$ cat config.mk
export PLATFORM = sky130hd
export DESIGN_NAME = dmi_jtag_top
export DESIGN_NICKNAME = d
export VERILOG_FILES = /design/src/dmi_jtag_pkg.sv /design/src/jtag_scan_if.sv /design/src/jtag_tap_driver.sv /design/src/dmi_sequencer.sv /design/src/dmi_jtag_top.sv
export SDC_FILE = /design/constraint.sdc
export NUM_CORES = 1
export LEC_CHECK = 0
export BUFFER_PORTS_ARGS = -buffer_cell sky130_fd_sc_hd__buf_2
export CAP_MARGIN = 15
export CELL_PAD_IN_SITES_DETAIL_PLACEMENT = 0
export CELL_PAD_IN_SITES_GLOBAL_PLACEMENT = 2
export CORE_UTILIZATION = 35
export DETAILED_ROUTE_END_ITERATION = 10
export HOLD_SLACK_MARGIN = 0.03
export PLACE_DENSITY_LB_ADDON = 0.1
export SETUP_SLACK_MARGIN = 0.5
export SYNTH_ARGS = -nofsm -noshare
export SYNTH_HDL_FRONTEND = slang
export SYNTH_SLANG_ARGS = --single-unit
$ cat constraint.sdc
create_clock -name clock -period 4 [get_ports clock]
set_input_delay 0.4 -clock clock [delete_from_list [all_inputs] [get_ports clock]]
set_output_delay 0.4 -clock clock [all_outputs]
set_load 0.01 [all_outputs]
$ cat src/dmi_jtag_pkg.sv
package dmi_jtag_pkg;

   // tck half-period is tick_delay+1 clocks
   localparam int tick_delay = 2;

   // instruction register
   localparam int         ir_len   = 5;
   localparam logic [4:0] ir_dtmcs = 5'h10;
   localparam logic [4:0] ir_dmi   = 5'h11;

   // data registers
   localparam int dtmcs_len   = 32;
   localparam int dmi_len     = 41;
   localparam int dmi_abits   = 7;
   localparam int dmi_data_w  = 32;
   localparam int dmistat_lsb = 10;

   // init walk, counted in tck cycles
   localparam int reset_tcks = 10;
   localparam int idle_tcks  = 1;

   // dmi op and response codes
   localparam logic [1:0] op_nop   = 2'd0;
   localparam logic [1:0] op_read  = 2'd1;
   localparam logic [1:0] op_write = 2'd2;
   localparam logic [1:0] resp_ok  = 2'd0;
   localparam logic [1:0] resp_err = 2'd2;

   // tap states, pause and exit2 left out
   localparam logic [3:0] tap_reset    = 4'd0;
   localparam logic [3:0] tap_idle     = 4'd1;
   localparam logic [3:0] tap_sel_dr   = 4'd2;
   localparam logic [3:0] tap_cap_dr   = 4'd3;
   localparam logic [3:0] tap_shift_dr = 4'd4;
   localparam logic [3:0] tap_exit1_dr = 4'd5;
   localparam logic [3:0] tap_upd_dr   = 4'd6;
   localparam logic [3:0] tap_sel_ir   = 4'd7;
   localparam logic [3:0] tap_cap_ir   = 4'd8;
   localparam logic [3:0] tap_shift_ir = 4'd9;
   localparam logic [3:0] tap_exit1_ir = 4'd10;
   localparam logic [3:0] tap_upd_ir   = 4'd11;

   // request sequencer states
   localparam logic [2:0] seq_init  = 3'd0;
   localparam logic [2:0] seq_idle  = 3'd1;
   localparam logic [2:0] seq_poll1 = 3'd2;
   localparam logic [2:0] seq_write = 3'd3;
   localparam logic [2:0] seq_poll2 = 3'd4;
   localparam logic [2:0] seq_read  = 3'd5;
   localparam logic [2:0] seq_resp  = 3'd6;

   // one 41-bit dmi word, seen as request going in or response coming out
   typedef union packed {
      struct packed {
         logic [dmi_abits-1:0]  addr;
         logic [dmi_data_w-1:0] data;
         logic [1:0]            op;
      } req;
      struct packed {
         logic [dmi_abits-1:0]  addr;
         logic [dmi_data_w-1:0] data;
         logic [1:0]            resp;
      } rsp;
   } dmi_word_u;

endpackage

$ cat src/jtag_scan_if.sv
`timescale 1ns/1ps

// one scan command from sequencer to tap driver, and its result
interface jtag_scan_if;
   logic                             start;
   logic                             ir_sel;
   logic [dmi_jtag_pkg::dmi_len-1:0] wdata;
   logic                             done;
   // right-aligned, valid while done is high
   logic [dmi_jtag_pkg::dmi_len-1:0] rdata;

   modport seq_mp (
      output start,
      output ir_sel,
      output wdata,
      input  done,
      input  rdata
   );

   modport tap_mp (
      input  start,
      input  ir_sel,
      input  wdata,
      output done,
      output rdata
   );
endinterface

$ cat src/jtag_tap_driver.sv
`timescale 1ns/1ps

module jtag_tap_driver (
   input  logic        clock,
   input  logic        arst_n,
   input  logic        enable,
   jtag_scan_if.tap_mp scan,
   output logic        jtag_tck,
   output logic        jtag_tms,
   output logic        jtag_tdi,
   input  logic        jtag_tdo
);

   logic [7:0]                       tick_cnt;
   logic                             tick;
   logic                             tck_rise;
   logic                             tck_fall;
   logic [3:0]                       tap_state;
   logic [3:0]                       tap_nxt;
   logic [5:0]                       bit_cnt;
   logic [5:0]                       dr_last;
   logic                             init_run;
   logic                             scan_open;
   logic                             dr_leg;
   logic                             ir_sel_q;
   logic                             done_q;
   logic                             tms_nxt;
   logic                             tdi_nxt;
   logic [dmi_jtag_pkg::ir_len-1:0]  ir_sh;
   logic [dmi_jtag_pkg::dmi_len-1:0] dr_sh;

   // tap state after one tck rise; exit1 always leaves with tms high
   function automatic logic [3:0] tap_step(input logic [3:0] st, input logic tms);
      logic [3:0] nxt;
      case (st)
         dmi_jtag_pkg::tap_reset:
            nxt = tms ? dmi_jtag_pkg::tap_reset : dmi_jtag_pkg::tap_idle;
         dmi_jtag_pkg::tap_idle:
            nxt = tms ? dmi_jtag_pkg::tap_sel_dr : dmi_jtag_pkg::tap_idle;
         dmi_jtag_pkg::tap_sel_dr:
            nxt = tms ? dmi_jtag_pkg::tap_sel_ir : dmi_jtag_pkg::tap_cap_dr;
         dmi_jtag_pkg::tap_cap_dr:
            nxt = tms ? dmi_jtag_pkg::tap_exit1_dr : dmi_jtag_pkg::tap_shift_dr;
         dmi_jtag_pkg::tap_shift_dr:
            nxt = tms ? dmi_jtag_pkg::tap_exit1_dr : dmi_jtag_pkg::tap_shift_dr;
         dmi_jtag_pkg::tap_exit1_dr:
            nxt = dmi_jtag_pkg::tap_upd_dr;
         dmi_jtag_pkg::tap_upd_dr:
            nxt = tms ? dmi_jtag_pkg::tap_sel_dr : dmi_jtag_pkg::tap_idle;
         dmi_jtag_pkg::tap_sel_ir:
            nxt = tms ? dmi_jtag_pkg::tap_reset : dmi_jtag_pkg::tap_cap_ir;
         dmi_jtag_pkg::tap_cap_ir:
            nxt = tms ? dmi_jtag_pkg::tap_exit1_ir : dmi_jtag_pkg::tap_shift_ir;
         dmi_jtag_pkg::tap_shift_ir:
            nxt = tms ? dmi_jtag_pkg::tap_exit1_ir : dmi_jtag_pkg::tap_shift_ir;
         dmi_jtag_pkg::tap_exit1_ir:
            nxt = dmi_jtag_pkg::tap_upd_ir;
         dmi_jtag_pkg::tap_upd_ir:
            nxt = tms ? dmi_jtag_pkg::tap_sel_dr : dmi_jtag_pkg::tap_idle;
         default:
            nxt = dmi_jtag_pkg::tap_reset;
      endcase
      return nxt;
   endfunction

   assign tick     = enable && (tick_cnt == '0);
   assign tck_rise = tick && !jtag_tck;
   assign tck_fall = tick && jtag_tck;
   assign tap_nxt  = tap_step(tap_state, jtag_tms);
   assign dr_last  = ir_sel_q ? 6'(dmi_jtag_pkg::dmi_len - 1)
                              : 6'(dmi_jtag_pkg::dtmcs_len - 1);

   assign scan.done  = done_q;
   assign scan.rdata = dr_sh;

   // pin values for the next rise, set up on the fall
   always_comb begin
      tms_nxt = 1'b1;
      tdi_nxt = 1'b0;
      case (tap_state)
         dmi_jtag_pkg::tap_reset:  tms_nxt = (bit_cnt < 6'(dmi_jtag_pkg::reset_tcks));
         // one idle tck before leaving
         dmi_jtag_pkg::tap_idle:   tms_nxt = scan_open && (bit_cnt != '0);
         dmi_jtag_pkg::tap_sel_dr: tms_nxt = !dr_leg;
         dmi_jtag_pkg::tap_sel_ir: tms_nxt = 1'b0;
         dmi_jtag_pkg::tap_cap_ir: begin
            tms_nxt = 1'b0;
            tdi_nxt = ir_sh[0];
         end
         dmi_jtag_pkg::tap_shift_ir: begin
            tms_nxt = (bit_cnt == 6'(dmi_jtag_pkg::ir_len - 1));
            tdi_nxt = ir_sh[0];
         end
         dmi_jtag_pkg::tap_cap_dr: begin
            tms_nxt = 1'b0;
            tdi_nxt = dr_sh[0];
         end
         dmi_jtag_pkg::tap_shift_dr: begin
            tms_nxt = (bit_cnt == dr_last);
            tdi_nxt = dr_sh[0];
         end
         dmi_jtag_pkg::tap_upd_dr: tms_nxt = 1'b0;
         // exit1 and update-ir move on with tms high
         default:                  tms_nxt = 1'b1;
      endcase
   end

   always_ff @(posedge clock or negedge arst_n) begin
      if (!arst_n) begin
         tick_cnt  <= 8'(dmi_jtag_pkg::tick_delay);
         jtag_tck  <= 1'b0;
         jtag_tms  <= 1'b1;
         jtag_tdi  <= 1'b0;
         tap_state <= dmi_jtag_pkg::tap_reset;
         bit_cnt   <= '0;
         init_run  <= 1'b1;
         scan_open <= 1'b0;
         dr_leg    <= 1'b0;
         ir_sel_q  <= 1'b0;
         done_q    <= 1'b0;
      end else begin
         done_q <= 1'b0;
         if (enable) begin
            tick_cnt <= tick ? 8'(dmi_jtag_pkg::tick_delay) : tick_cnt - 8'd1;
         end
         if (tick) begin
            jtag_tck <= !jtag_tck;
         end
         if (tck_fall) begin
            jtag_tms <= tms_nxt;
            jtag_tdi <= tdi_nxt;
         end
         if (tck_rise) begin
            tap_state <= tap_nxt;
            if (init_run) begin
               // reset walk counts every rise
               if (bit_cnt == 6'(dmi_jtag_pkg::reset_tcks + dmi_jtag_pkg::idle_tcks - 1)) begin
                  init_run <= 1'b0;
                  bit_cnt  <= '0;
                  done_q   <= 1'b1;
               end else begin
                  bit_cnt <= bit_cnt + 6'd1;
               end
            end else if (tap_nxt != tap_state) begin
               bit_cnt <= '0;
            end else if (scan_open) begin
               bit_cnt <= bit_cnt + 6'd1;
            end
            if (tap_state == dmi_jtag_pkg::tap_upd_ir) begin
               dr_leg <= 1'b1;
            end
            if (tap_state == dmi_jtag_pkg::tap_upd_dr) begin
               scan_open <= 1'b0;
               done_q    <= 1'b1;
            end
         end
         if (scan.start) begin
            scan_open <= 1'b1;
            dr_leg    <= 1'b0;
            ir_sel_q  <= scan.ir_sel;
         end
      end
   end

   // shift registers, lsb goes out first and tdo enters at the top of the dr
   always_ff @(posedge clock) begin
      if (scan.start) begin
         ir_sh <= scan.ir_sel ? dmi_jtag_pkg::ir_dmi : dmi_jtag_pkg::ir_dtmcs;
         dr_sh <= scan.ir_sel ? scan.wdata
                              : {{(dmi_jtag_pkg::dmi_len - dmi_jtag_pkg::dtmcs_len){1'b0}},
                                 scan.wdata[dmi_jtag_pkg::dtmcs_len-1:0]};
      end else if (tck_rise) begin
         if (tap_state == dmi_jtag_pkg::tap_shift_ir) begin
            ir_sh <= ir_sh >> 1;
         end
         if (tap_state == dmi_jtag_pkg::tap_shift_dr) begin
            dr_sh <= ir_sel_q ? {jtag_tdo, dr_sh[dmi_jtag_pkg::dmi_len-1:1]}
                              : {{(dmi_jtag_pkg::dmi_len - dmi_jtag_pkg::dtmcs_len){1'b0}},
                                 jtag_tdo, dr_sh[dmi_jtag_pkg::dtmcs_len-1:1]};
         end
      end
   end

endmodule

$ cat src/dmi_sequencer.sv
`timescale 1ns/1ps

module dmi_sequencer (
   input  logic                                  clock,
   input  logic                                  arst_n,
   input  logic                                  req_valid,
   input  logic [1:0]                            req_op,
   input  logic [dmi_jtag_pkg::dmi_abits-1:0]    req_addr,
   input  logic [dmi_jtag_pkg::dmi_data_w-1:0]   req_data,
   output logic                                  busy,
   output logic                                  resp_valid,
   output logic [1:0]                            resp_status,
   output logic [dmi_jtag_pkg::dmi_data_w-1:0]   resp_data,
   jtag_scan_if.seq_mp                           scan
);

   logic [2:0]              state;
   logic                    accept;
   logic                    stat_free;
   dmi_jtag_pkg::dmi_word_u req_q;
   dmi_jtag_pkg::dmi_word_u rsp_q;
   dmi_jtag_pkg::dmi_word_u nop_word;

   assign accept    = (state == dmi_jtag_pkg::seq_idle) && req_valid;
   assign stat_free = (scan.rdata[dmi_jtag_pkg::dmistat_lsb +: 2] == 2'b00);

   // polls and the result scan carry a nop
   always_comb begin
      nop_word.req.addr = '0;
      nop_word.req.data = '0;
      nop_word.req.op   = dmi_jtag_pkg::op_nop;
   end

   // start is registered, so state already names the scan it opens
   assign scan.wdata = (state == dmi_jtag_pkg::seq_write) ? req_q : nop_word;

   assign resp_status = rsp_q.rsp.resp;
   assign resp_data   = rsp_q.rsp.data;

   always_ff @(posedge clock or negedge arst_n) begin
      if (!arst_n) begin
         state       <= dmi_jtag_pkg::seq_init;
         busy        <= 1'b1;
         resp_valid  <= 1'b0;
         scan.start  <= 1'b0;
         scan.ir_sel <= 1'b0;
      end else begin
         scan.start <= 1'b0;
         resp_valid <= 1'b0;
         case (state)
            dmi_jtag_pkg::seq_init: begin
               // done without start marks the end of the reset walk
               if (scan.done) begin
                  busy  <= 1'b0;
                  state <= dmi_jtag_pkg::seq_idle;
               end
            end
            dmi_jtag_pkg::seq_idle: begin
               if (req_valid) begin
                  busy        <= 1'b1;
                  scan.start  <= 1'b1;
                  scan.ir_sel <= 1'b0;
                  state       <= dmi_jtag_pkg::seq_poll1;
               end
            end
            dmi_jtag_pkg::seq_poll1: begin
               if (scan.done) begin
                  scan.start <= 1'b1;
                  if (stat_free) begin
                     scan.ir_sel <= 1'b1;
                     state       <= dmi_jtag_pkg::seq_write;
                  end
               end
            end
            dmi_jtag_pkg::seq_write: begin
               if (scan.done) begin
                  scan.start  <= 1'b1;
                  scan.ir_sel <= 1'b0;
                  state       <= dmi_jtag_pkg::seq_poll2;
               end
            end
            dmi_jtag_pkg::seq_poll2: begin
               if (scan.done) begin
                  scan.start <= 1'b1;
                  if (stat_free) begin
                     scan.ir_sel <= 1'b1;
                     state       <= dmi_jtag_pkg::seq_read;
                  end
               end
            end
            dmi_jtag_pkg::seq_read: begin
               if (scan.done) begin
                  state <= dmi_jtag_pkg::seq_resp;
               end
            end
            dmi_jtag_pkg::seq_resp: begin
               resp_valid <= 1'b1;
               busy       <= 1'b0;
               state      <= dmi_jtag_pkg::seq_idle;
            end
            default: state <= dmi_jtag_pkg::seq_idle;
         endcase
      end
   end

   always_ff @(posedge clock) begin
      if (accept) begin
         req_q.req.addr <= req_addr;
         req_q.req.data <= req_data;
         req_q.req.op   <= req_op;
      end
      if ((state == dmi_jtag_pkg::seq_read) && scan.done) begin
         rsp_q <= scan.rdata;
      end
   end

endmodule

$ cat src/dmi_jtag_top.sv
`timescale 1ns/1ps

module dmi_jtag_top (
   input  logic                                  clock,
   input  logic                                  arst_n,
   input  logic                                  enable,
   input  logic                                  req_valid,
   input  logic [1:0]                            req_op,
   input  logic [dmi_jtag_pkg::dmi_abits-1:0]    req_addr,
   input  logic [dmi_jtag_pkg::dmi_data_w-1:0]   req_data,
   output logic                                  busy,
   output logic                                  resp_valid,
   output logic [1:0]                            resp_status,
   output logic [dmi_jtag_pkg::dmi_data_w-1:0]   resp_data,
   output logic                                  jtag_tck,
   output logic                                  jtag_tms,
   output logic                                  jtag_tdi,
   input  logic                                  jtag_tdo
);

   // scan commands between the two halves
   jtag_scan_if scan_bus ();

   dmi_sequencer u_seq (
      .clock       (clock),
      .arst_n      (arst_n),
      .req_valid   (req_valid),
      .req_op      (req_op),
      .req_addr    (req_addr),
      .req_data    (req_data),
      .busy        (busy),
      .resp_valid  (resp_valid),
      .resp_status (resp_status),
      .resp_data   (resp_data),
      .scan        (scan_bus.seq_mp)
   );

   jtag_tap_driver u_tap (
      .clock    (clock),
      .arst_n   (arst_n),
      .enable   (enable),
      .scan     (scan_bus.tap_mp),
      .jtag_tck (jtag_tck),
      .jtag_tms (jtag_tms),
      .jtag_tdi (jtag_tdi),
      .jtag_tdo (jtag_tdo)
   );

endmodule

==> flow_summary.ini <==
[pwr]
p_leak_nw = 2.82
peakVddDrop_v = 0.000294
powerDensity_mw_per_mm2 = 626

[routing]
via_per_inst = 4.86
drc = 0
routed-wl-met2_mm = 5.91
drt-met1-wl_mm = 6.10
vias = 3920
dr_wl_met3_microns = 638
wl_per_cell_microns = 15.8
drt_iter0_drc = 238
top_layer = met4
wl_mm = 12.8
postRouteAntennaNets = 0
firstDrtPassIters = 4

[run]
maxCapViolCount = 0

[setup_path]
required_ns = 4.05
crit_path_end_kind = register
crit_path_start_kind = register
crit_fanout = 41
cp.arrival_ns = 2.61
crit_type = register to register

[timing]
clock-skew-final_ns = 0.0118
min_period_ns = 2.56
hold_violations = 0
fin_crit_sh_pct = 64.0
timing.slew.headroom_pct = 36.3
rsz0062_at_grt = no
drv_slew = 0
tightest_slew_ns = 0.956
fmax_ghz = 0.391
whs_ns = 0.0708
finalSetupTns_ns = 0
setup_viol = 0
worst_slack_ns = 1.44

[floorplanning]
start_util_pct = 36.0
die_w_microns = 136
core_area_sq_mm = 0.0174
die_area_sq_mm = 0.0184
rows = 48
die_h_microns = 136
io_pins = 85

[layout]
drive_gt1_share_pct = 23.2
diodes = 0
num-nets-final = 620
area_growth_pct = 19.7
stdcell_count = 807
fin_util_pct = 43.1

[synth]
yosysWarnings = 0
synthArstFlopShare_pct = 21.4
syn-cell-area_sq_mm = 0.00625
netlist_instances = 487
synth_area_leader_cell = edfxtp_1
syn_nets = 538
yosys-top-cells-count = 121 x edfxtp_1, 55 x nand2_1, 52 x o21ai_0
yosysTopAreaCellShare_pct = 58.1
synth_edf_count = 121
ys.flop_type = edfxtp_1
yosysUniqueCellTypes = 51
synth_seq_area_share_pct = 71.4
synth.ff_latch_count = 154
syn_area_per_cell_sq_um = 12.8
yosysMostFrequentCell = edfxtp_1
ys_top_cells_by_area = edfxtp_1 58%, dfrtp_1 12%, o21ai_0 4.2%, nand2_1 3.3%, inv_1 2.5%

[clocking]
cts_buffers = 17
h-tree-depth = 4
clkTransAtPathRegs_ns = 0.06
clk_path_buf_depth = 2
cts_resized = 0
clock_latency_ns = 0.42
cts_sinks = 154
clock-root-buffer = clkbuf_16
hold_buffers = 0
post_cts_buffers = 0
cts_tree = built

[placement]
globalplace.congestion = 0.724
place_hpwl_mm = 7.93
place_ws_ns = 1.42
port-buffer-count = 84
placedCellCount = 775

[worst_hold_path]
hold_path.class = input pin to async pin

[status]
outcome = finished, final reports clean

[global_routing]
antenna_found_initial = 0
grt_max_degree = 44
grt_pass1_vias = 3807
grt_usage_pct = 14.9
grt_first_pass_wirelength_mm = 20.6
grt-ovfl-total = 0
==> worst paths after layout <==
kind / from / to / slack, ns / cells past startpoint
max: u_tap.tick_cnt[3]$_DFFE_PN0P_ / u_tap.scan.rdata[18]$_DFFE_PP_ / 1.44 / 5
min: arst_n / u_tap.jtag_tck$_DFFE_PN0P_ / 0.07 / 1
max reg2reg: u_tap.tick_cnt[3]$_DFFE_PN0P_ / u_tap.scan.rdata[18]$_DFFE_PP_ / 1.44 / 5
min reg2reg: u_tap.scan.rdata[21]$_DFFE_PP_ / u_seq.rsp_q[21]$_DFFE_PP_ / 0.46 / 0
max in group asynchronous: arst_n / u_tap.bit_cnt[1]$_DFFE_PN0P_ / 3.42 / 1
min in group clock: req_addr[0] / u_seq.req_q[34]$_DFFE_PP_ / 0.15 / 1
==> worst max-delay path, stage by stage (launching register included) <==
cell and delay, ns:
dfrtp_1 0.43, or4_1 0.67, nor4b_4 0.29, buf_4 0.20
a21o_2 0.13, buf_4 0.45
==> logic make-up (layout without fill, tap and decap cells) <==
group | count (synthesis) | after routing | synth area share (%)
AO/OA/AOI/OAI | 117 | 117 | 11.4
multiplexers | 4 | 4 | 0.680
XOR/XNOR | 4 | 4 | 0.560
buffers and inverters | 68 | 163 | 4.10
flip-flops | 154 | 154 | 71.4
adder cells (fa/ha/maj) | 5 | 5 | 1.00
AND/OR/NAND/NOR | 135 | 135 | 10.9
==> state kept, by name, indices dropped and copies added, names as in the netlist, 3 cells and up <==
signal            count
u_seq.rsp_q          34
u_tap.ir_sh           5
u_tap.tick_cnt        8
u_seq.req_q          41
u_tap.scan.rdata     41
u_seq.state           3
u_tap.tap_state       4
u_tap.bit_cnt         6
==> where the power goes <==
group	internal, mW	total (mW)	switching, mW
combinational	0.300	0.763	0.463
clock	0.883	1.58	0.693
sequential	2.09	2.35	0.255
total	3.28	4.69	1.41
==> cells in the final DEF (no fill, tap or decap), drive strengths merged, types with 4 or more instances in the layout <==
cell | synthesis | routed
a22o | 10 | 10
nor2 | 21 | 21
a41oi | 4 | 4
o21ai | 52 | 52
inv | 42 | 52
nor3 | 9 | 9
nor4b | 7 | 7
o22ai | 8 | 8
ha | 5 | 5
dfstp | 4 | 4
clkbuf | 25 | 17
buf | 1 | 89
a21oi | 22 | 22
dfrtp | 29 | 29
nor4 | 4 | 4
nor2b | 9 | 9
nand2b | 4 | 4
edfxtp | 121 | 121
o31ai | 4 | 4
nand3 | 10 | 10
nand2 | 55 | 55
==> layout make-up <==
cell class | instances | area, sq um
fillers | 1628 | 9870
clock buffers | 17 | 425
flip-flops and latches | 154 | 4460
clock inverters | 15 | 153
well taps | 225 | 282
inverters | 42 | 158
multi-input cells | 265 | 1550
repair buffers | 89 | 458
==> metrics by stage <==
| step | total power [mW] | cell area (sq um) |
|---|---|---|
| 6_report | 4.69 | 7490 |
| 3_3_place_gp | 3.15 | 6910 |
| 5_1_grt | 4.97 | 7490 |
| 2_1_floorplan | 2.89 | 6260 |
| 4_1_cts | 4.75 | 7490 |
| 3_5_place_dp | 3.16 | 6910 |
==> per-layer routing <==
layer | vias up | global-route usage, %
met5 | - | 0
met1 | 1875 | 20.4
met2 | 95 | 22.9
li1 | 1941 | -
met4 | 0 | 4.12
met3 | 9 | 4.64
No activity file was read; power rests on OpenSTA's default activity.
